File: src/logic/rob_pkg.sv
package rob_pkg;

    // ====================
    // Sizes
    // ====================
    localparam int rob_depth    = 8;    // Power of two
    localparam int slot_width   = 3;
    localparam int count_width  = 4;    // Holds 0 to rob_depth
    localparam int data_width   = 32;
    localparam int tag_width    = 3;
    localparam int dest_width   = 5;

    // Lane and port counts
    localparam int alloc_lanes  = 2;
    localparam int cdb_lanes    = 2;
    localparam int read_ports   = 2;
    localparam int commit_lanes = 2;

    // ====================
    // Types
    // ====================
    typedef logic [slot_width-1:0]  slot_t;
    typedef logic [count_width-1:0] count_t;
    typedef logic [data_width-1:0]  data_t;
    typedef logic [tag_width-1:0]   tag_t;
    typedef logic [dest_width-1:0]  dest_t;

    localparam tag_t tag_ready = '1;    // Data is present

    // One buffer entry
    typedef struct packed {
        data_t data;
        tag_t  tag;         // Producer tag until the result arrives
        dest_t dest;        // Architectural destination
        logic  executed;
        logic  exception;
    } rob_entry_t;

endpackage

File: src/logic/rob_alloc_if.sv
`timescale 1ns/1ps

interface rob_alloc_if;

    // Requests from the rename stage, one per lane
    logic           enable [rob_pkg::alloc_lanes];
    rob_pkg::tag_t  tag    [rob_pkg::alloc_lanes];
    rob_pkg::dest_t dest   [rob_pkg::alloc_lanes];

    // Answer from the pointer logic
    rob_pkg::slot_t slot   [rob_pkg::alloc_lanes];  // Slot each lane lands in
    logic           grant;                          // All enabled lanes fit

    modport pointers (
        input  enable,
        output slot,
        output grant
    );

    modport entries (
        input enable, tag, dest, slot, grant
    );

    // Read ports only look, for forwarding
    modport reader (
        input enable, tag, dest, slot, grant
    );

endinterface

File: src/logic/rob_cdb_if.sv
`timescale 1ns/1ps

interface rob_cdb_if;

    // One-cycle result strobes from the execution units
    logic           valid     [rob_pkg::cdb_lanes];
    rob_pkg::slot_t slot      [rob_pkg::cdb_lanes];
    rob_pkg::data_t data      [rob_pkg::cdb_lanes];
    logic           exception [rob_pkg::cdb_lanes];  // Fault or mispredict

    modport source (
        output valid, slot, data, exception
    );

    modport sink (
        input valid, slot, data, exception
    );

endinterface

File: src/logic/rob_commit.sv
`timescale 1ns/1ps

module rob_commit (
    input  rob_pkg::rob_entry_t head_entry       [rob_pkg::commit_lanes],
    input  rob_pkg::count_t     count,
    output logic                commit_valid     [rob_pkg::commit_lanes],
    output rob_pkg::data_t      commit_data      [rob_pkg::commit_lanes],
    output rob_pkg::dest_t      commit_dest      [rob_pkg::commit_lanes],
    output logic                commit_exception [rob_pkg::commit_lanes],
    output rob_pkg::count_t     commit_count
);

    logic older_done;   // This entry and every older one executed

    // In order only, a lane retires when all lanes before it do
    always_comb begin
        older_done   = 1'b1;
        commit_count = '0;
        for (int i = 0; i < rob_pkg::commit_lanes; i++) begin
            older_done          = older_done & head_entry[i].executed;
            commit_valid[i]     = older_done && (count > rob_pkg::count_t'(i));
            commit_count        = commit_count + rob_pkg::count_t'(commit_valid[i]);
            commit_data[i]      = head_entry[i].data;
            commit_dest[i]      = head_entry[i].dest;
            commit_exception[i] = head_entry[i].exception;
        end
    end

endmodule

File: src/logic/rob_entries.sv
`timescale 1ns/1ps

module rob_entries (
    input  logic                clk,
    input  logic                reset,
    rob_alloc_if.entries        alloc,
    rob_cdb_if.sink             cdb,
    input  rob_pkg::slot_t      read_slot  [rob_pkg::read_ports],
    output rob_pkg::rob_entry_t read_entry [rob_pkg::read_ports],
    input  rob_pkg::slot_t      head,
    output rob_pkg::rob_entry_t head_entry [rob_pkg::commit_lanes]
);

    rob_pkg::rob_entry_t entries [rob_pkg::rob_depth];

    // ====================
    // Writes
    // ====================
    always_ff @(posedge clk or negedge reset) begin
        if (!reset) begin
            for (int i = 0; i < rob_pkg::rob_depth; i++) begin
                entries[i] <= '0;
            end
        end else begin
            // New entries start waiting on their producer tag
            if (alloc.grant) begin
                for (int i = 0; i < rob_pkg::alloc_lanes; i++) begin
                    if (alloc.enable[i]) begin
                        entries[alloc.slot[i]] <= '{
                            data:      '0,
                            tag:       alloc.tag[i],
                            dest:      alloc.dest[i],
                            executed:  1'b0,
                            exception: 1'b0
                        };
                    end
                end
            end

            // Results come after allocation, so they win on a shared slot.
            // Higher lanes are written last and win among themselves.
            for (int i = 0; i < rob_pkg::cdb_lanes; i++) begin
                if (cdb.valid[i]) begin
                    entries[cdb.slot[i]].data      <= cdb.data[i];
                    entries[cdb.slot[i]].tag       <= rob_pkg::tag_ready;
                    entries[cdb.slot[i]].executed  <= 1'b1;
                    entries[cdb.slot[i]].exception <= cdb.exception[i];
                end
            end
        end
    end

    // ====================
    // Reads
    // ====================
    for (genvar i = 0; i < rob_pkg::read_ports; i++) begin : g_read
        assign read_entry[i] = entries[read_slot[i]];
    end

    // Head and the entries behind it, wrapping round the buffer
    for (genvar i = 0; i < rob_pkg::commit_lanes; i++) begin : g_head
        assign head_entry[i] = entries[rob_pkg::slot_t'(head + i)];
    end

endmodule

File: src/logic/rob_pointers.sv
`timescale 1ns/1ps

module rob_pointers (
    input  logic            clk,
    input  logic            reset,
    rob_alloc_if.pointers   alloc,
    input  rob_pkg::count_t commit_count,   // 0 to commit_lanes
    output rob_pkg::slot_t  head,
    output rob_pkg::count_t count,
    output logic            empty,
    output logic            full
);

    // Top bit is the wrap flag, it tells full from empty
    logic [rob_pkg::slot_width:0] head_ptr;
    logic [rob_pkg::slot_width:0] tail_ptr;

    rob_pkg::count_t free_slots;
    rob_pkg::count_t requests;      // Enabled lanes this cycle
    rob_pkg::slot_t  lane_offset;

    // ====================
    // Status
    // ====================
    assign count      = rob_pkg::count_t'(tail_ptr - head_ptr);
    assign empty      = (count == '0);
    assign full       = (count == rob_pkg::count_t'(rob_pkg::rob_depth));
    assign free_slots = rob_pkg::count_t'(rob_pkg::rob_depth) - count;
    assign head       = head_ptr[rob_pkg::slot_width-1:0];

    // ====================
    // Allocation
    // ====================

    // Each lane takes the tail plus the enabled lanes below it
    always_comb begin
        requests    = '0;
        lane_offset = '0;
        for (int i = 0; i < rob_pkg::alloc_lanes; i++) begin
            alloc.slot[i] = tail_ptr[rob_pkg::slot_width-1:0] + lane_offset;
            lane_offset   = lane_offset + rob_pkg::slot_t'(alloc.enable[i]);
            requests      = requests + rob_pkg::count_t'(alloc.enable[i]);
        end
    end

    // All requested lanes or none of them
    assign alloc.grant = (free_slots >= requests);

    // ====================
    // Pointer update
    // ====================
    always_ff @(posedge clk or negedge reset) begin
        if (!reset) begin
            head_ptr <= '0;
            tail_ptr <= '0;
        end else begin
            head_ptr <= head_ptr + commit_count;    // Oldest entries retire
            if (alloc.grant) begin
                tail_ptr <= tail_ptr + requests;
            end
        end
    end

endmodule

File: src/logic/rob_read_port.sv
`timescale 1ns/1ps

module rob_read_port (
    input  rob_pkg::slot_t      read_slot,
    input  rob_pkg::rob_entry_t stored,     // Entry as held in the buffer
    rob_cdb_if.sink             cdb,
    rob_alloc_if.reader         alloc,
    output rob_pkg::data_t      read_data,
    output rob_pkg::tag_t       read_tag
);

    // Priority from lowest to highest. Each match below overrides
    // the ones before it, so the last lane checked wins
    always_comb begin
        read_data = stored.data;
        read_tag  = stored.tag;

        // Entry opened this cycle, result still pending
        if (alloc.grant) begin
            for (int i = 0; i < rob_pkg::alloc_lanes; i++) begin
                if (alloc.enable[i] && (alloc.slot[i] == read_slot)) begin
                    read_data = '0;
                    read_tag  = alloc.tag[i];
                end
            end
        end

        // Result on the bus this cycle
        for (int i = 0; i < rob_pkg::cdb_lanes; i++) begin
            if (cdb.valid[i] && (cdb.slot[i] == read_slot)) begin
                read_data = cdb.data[i];
                read_tag  = rob_pkg::tag_ready;
            end
        end
    end

endmodule

File: src/logic/rob_top.sv
`timescale 1ns/1ps

module rob_top (
    input  logic            clk,
    input  logic            reset,

    // ====================
    // Allocation
    // ====================
    input  logic            alloc_enable     [rob_pkg::alloc_lanes],
    input  rob_pkg::tag_t   alloc_tag        [rob_pkg::alloc_lanes],
    input  rob_pkg::dest_t  alloc_dest       [rob_pkg::alloc_lanes],
    output logic            alloc_ok,

    // ====================
    // CDB
    // ====================
    input  logic            cdb_valid        [rob_pkg::cdb_lanes],
    input  rob_pkg::slot_t  cdb_slot         [rob_pkg::cdb_lanes],
    input  rob_pkg::data_t  cdb_data         [rob_pkg::cdb_lanes],
    input  logic            cdb_exception    [rob_pkg::cdb_lanes],

    // Reservation station operand reads
    input  rob_pkg::slot_t  read_slot        [rob_pkg::read_ports],
    output rob_pkg::data_t  read_data        [rob_pkg::read_ports],
    output rob_pkg::tag_t   read_tag         [rob_pkg::read_ports],

    // ====================
    // Commit and status
    // ====================
    output logic            commit_valid     [rob_pkg::commit_lanes],
    output rob_pkg::data_t  commit_data      [rob_pkg::commit_lanes],
    output rob_pkg::dest_t  commit_dest      [rob_pkg::commit_lanes],
    output logic            commit_exception [rob_pkg::commit_lanes],
    output rob_pkg::count_t count,
    output logic            empty,
    output logic            full
);

    rob_alloc_if alloc_bus ();
    rob_cdb_if   cdb_bus ();

    rob_pkg::slot_t      head;
    rob_pkg::count_t     commit_count;
    rob_pkg::rob_entry_t read_entry [rob_pkg::read_ports];
    rob_pkg::rob_entry_t head_entry [rob_pkg::commit_lanes];

    // Pack the plain ports onto the buses
    for (genvar i = 0; i < rob_pkg::alloc_lanes; i++) begin : g_alloc
        assign alloc_bus.enable[i] = alloc_enable[i];
        assign alloc_bus.tag[i]    = alloc_tag[i];
        assign alloc_bus.dest[i]   = alloc_dest[i];
    end

    for (genvar i = 0; i < rob_pkg::cdb_lanes; i++) begin : g_cdb
        assign cdb_bus.valid[i]     = cdb_valid[i];
        assign cdb_bus.slot[i]      = cdb_slot[i];
        assign cdb_bus.data[i]      = cdb_data[i];
        assign cdb_bus.exception[i] = cdb_exception[i];
    end

    assign alloc_ok = alloc_bus.grant;

    rob_pointers u_pointers (
        .clk          (clk),
        .reset        (reset),
        .alloc        (alloc_bus),
        .commit_count (commit_count),
        .head         (head),
        .count        (count),
        .empty        (empty),
        .full         (full)
    );

    rob_entries u_entries (
        .clk        (clk),
        .reset      (reset),
        .alloc      (alloc_bus),
        .cdb        (cdb_bus),
        .read_slot  (read_slot),
        .read_entry (read_entry),
        .head       (head),
        .head_entry (head_entry)
    );

    // One forwarding mux per operand port
    for (genvar i = 0; i < rob_pkg::read_ports; i++) begin : g_read
        rob_read_port u_read_port (
            .read_slot (read_slot[i]),
            .stored    (read_entry[i]),
            .cdb       (cdb_bus),
            .alloc     (alloc_bus),
            .read_data (read_data[i]),
            .read_tag  (read_tag[i])
        );
    end

    rob_commit u_commit (
        .head_entry       (head_entry),
        .count            (count),
        .commit_valid     (commit_valid),
        .commit_data      (commit_data),
        .commit_dest      (commit_dest),
        .commit_exception (commit_exception),
        .commit_count     (commit_count)
    );

endmodule

File: config.mk
export PLATFORM = sky130hd
export DESIGN_NAME = rob_top
export DESIGN_NICKNAME = d
export VERILOG_FILES = /design/src/logic/rob_pkg.sv /design/src/logic/rob_alloc_if.sv /design/src/logic/rob_cdb_if.sv /design/src/logic/rob_commit.sv /design/src/logic/rob_entries.sv /design/src/logic/rob_pointers.sv /design/src/logic/rob_read_port.sv /design/src/logic/rob_top.sv
export SDC_FILE = /design/constraint.sdc
export NUM_CORES = 2
export LEC_CHECK = 0
export CAP_MARGIN = 20
export CORE_MARGIN = 2
export CORE_UTILIZATION = 45
export DETAILED_ROUTE_END_ITERATION = 8
export DONT_BUFFER_PORTS = 1
export PLACE_DENSITY = 0.59
export SYNTH_ARGS = -nofsm -noshare
export SYNTH_HDL_FRONTEND = slang
export SYNTH_SLANG_ARGS = --single-unit
export TNS_END_PERCENT = 10
File: constraint.sdc
create_clock -name clk -period 5.84 [get_ports clk]
set_input_delay 1.168 -clock clk [delete_from_list [all_inputs] [get_ports clk]]
set_output_delay 1.168 -clock clk [all_outputs]
set_load 0.005 [all_outputs]
==> flow_summary.ini <==
[run_status]
status = completed

[power_and_ir_drop]
p_total_mw = 17.7
irDropWorstVdd_uv = 532
p_leak_nw = 10.6
power.density_nw_per_um2 = 624

[cts]
clk_path_buf_depth = 3
ctsResizeCount = 0
postCtsSetupRepairBufs = 0
cts_tree = done
htree_num_levels = 2
worstSkewPairLatency_ps = 590
numCtsBuffers = 43
clock_sinks = 344
cts_hold_buf = 0
path_clk_slew_ps = 60
root_buffer = clkbuf_16

[timing]
slew_violations = 0
finalHoldViolCount = 0
worstMarginPinSlew_ps = 1140
relSlewSlack = 0.235
fin_crit_sh = 0.956
fin_crit_ps = 5590
grt_setup_unrepaired = no
finalSetupViolCount = 0
layout_setup_ws_ps = 255
max_freq_mhz = 179
fin_tns_setup_ps = 0
timing.hold.ws_ps = 308
fin_skew_ps = 22.3

[placement]
port_buffers = 0
placedCellCount = 3063
pre_cts_slack_ps = 892
gp_congestion = 0.907
hpwl_um = 65600

[floorplanning]
dieWidth_um = 247
io_pins = 255
fp-row-count = 89
core_area_um2 = 58800
die_h_um = 247
start_util = 0.453
die_area_um2 = 61200

[global_routing]
grt_pass1_wl_um = 163000
antenna_found_initial = 1
grt_remaining_overflow = 0
grt_pass1_vias = 23687
grt_use_total = 0.366
grt_max_degree = 345

[layout]
seqCellArea_um2 = 8620
multi_input_comb_area_um2 = 16800
fill_cells = 5327
layout-drive-gt1-share = 0.227
stdcell_count = 3139
areaGrowthSynthToFinish_pct = 6.46
nets = 2455
antenna_cells = 0

[logic_synthesis]
ys.warnings.count = 0
async_reset_ff_frac = 1.00
synth-edff-count = 0
synthTopCellsByArea = dfrtp_1, mux4_2, a22oi_1
synth_top_area_cell = dfrtp_1
ys_seq_area_frac = 0.323
yosys.area.top_type_share = 0.323
synthesis.nets = 2675
syn_inst = 2556
syn_area_um2 = 26600
synth_top_flop_cell = dfrtp_1
syn_area_per_cell_um2 = 10.4
synth.distinct_cells = 63
synth_seq_cells = 344

[worst_setup_path]
crit_slowest_cell = dfrtp_1
crit_top_cell = ha_1
crit_family = adder cells
r2r_slack_ps = 1580
worstPathCellList = inv_1, ha_1, fa_1, ha_1, ha_1, a2111oi_4, and4_4, a211oi_4, buf_4, o31ai_1, buf_4
crit_arrival_ps = 4420
cp.required_ps = 4670
crit_type = reg -> out
crit_buf_inv = 3
worst_path_largest_cell_delay_ps = 570
end_kind = primary output
critPathMaxFanout = 26
critPathLaunchType = flop

[routing]
ant_nets = 0
topRoutingLayerUsed = met5
dr.first_iter.drc_count = 3640
avgRoutedWirePerCell_um = 35.9
drcViolationCount = 0
routed_wl_um = 113000
via_count = 24030
wl_met2_um = 50700
drt_pass1_iterations = 7
wl_met1_um = 40900
viasPerCell = 7.66
wl_met3_um = 16200

[min_path]
min_path_type = in -> async

[run]
drv_cap = 0
==> logic make-up (layout without fill, tap and decap cells) <==
kind of cell	Yosys count	after routing	share of synthesized area
and+or+nand+nor	552	552	0.0887
DFF	344	344	0.323
xor gates and xnor gates	34	34	0.0125
muxes	408	408	0.294
adders and majority gates	19	19	0.00977
buffers and inverters	363	173	0.0574
AOI/OAI and AO/OA	836	836	0.214
==> layer usage <==
layer	up-vias	global-route usage
li1	9478	-
met1	12177	0.480
met4	2	0.149
met2	2020	0.550
met5	-	0.00397
met3	353	0.133
==> synth_stat cells (13+ instances only) <==
cell type / instances
dfrtp_1: 344
mux4_2: 296
nor3_1: 24
inv_1: 21
mux2_2: 41
o32a_1: 21
mux2i_1: 71
a22oi_1: 328
buf_1: 106
a2bb2oi_1: 40
nor2_1: 44
buf_6: 13
xnor2_1: 25
clkbuf_1: 179
ha_1: 16
o22ai_1: 40
o31ai_1: 65
buf_2: 39
nor2b_1: 15
o21ai_0: 294
nand2_1: 403
==> stage by stage <==
stage	area [um^2]	util
floorplan	26600	-
global placement	27000	0.459
detailed placement	27000	0.460
CTS	28400	0.482
global route	28400	0.482
finish	28400	0.482
==> power breakdown <==
part / internal (mW) / switching (mW)
registers: 3.58 / 1.40
clock network: 1.50 / 1.15
logic: 4.64 / 5.45
==> worst register-to-register path: cells and delay by family, from the launching register on <==
kind,cells,cell delay (ps)
adders and majority gates,4,1430
and+or+nand+nor,2,1070
AOI/OAI and AO/OA,2,630
DFF,1,570
buffers and inverters,2,480
==> cell type report <==
cell class              count  area share
multi-input cells        1849       0.592
flip-flops and latches    344       0.304
clock buffers              61      0.0431
well taps                 773      0.0341
repair buffers             74      0.0206
clock inverters            14     0.00375
inverters                  24     0.00318
==> layout by cell type, fill, tap and decap left out, types with 15 or more instances in the layout <==
cell type,instances
nor2_1,35
dfrtp_1,341
xnor2_1,25
inv_1,21
o21ai_0,294
mux4_2,296
nand2_1,403
a2bb2oi_1,40
mux2i_1,71
o31ai_1,65
ha_1,15
mux2_2,41
o22ai_1,40
nor3_1,23
clkbuf_16,43
buf_4,71
a22oi_1,328
o32a_1,21
==> worst paths after layout <==
kind | from | end | depth (start not counted)
hold / removal | reset | u_entries.entries[18] | 0
setup / recovery | u_pointers.tail_ptr[0] | read_data[24] | 11
max in group asynchronous | reset | u_pointers.head_ptr[1] | 0
min in group clk | u_pointers.head_ptr[3] | u_pointers.head_ptr[3] | 1
hold reg to reg | u_pointers.head_ptr[3] | u_pointers.head_ptr[3] | 1
setup reg to reg | u_pointers.tail_ptr[0] | u_entries.entries[69] | 10
(Power assumes the default switching activity.)
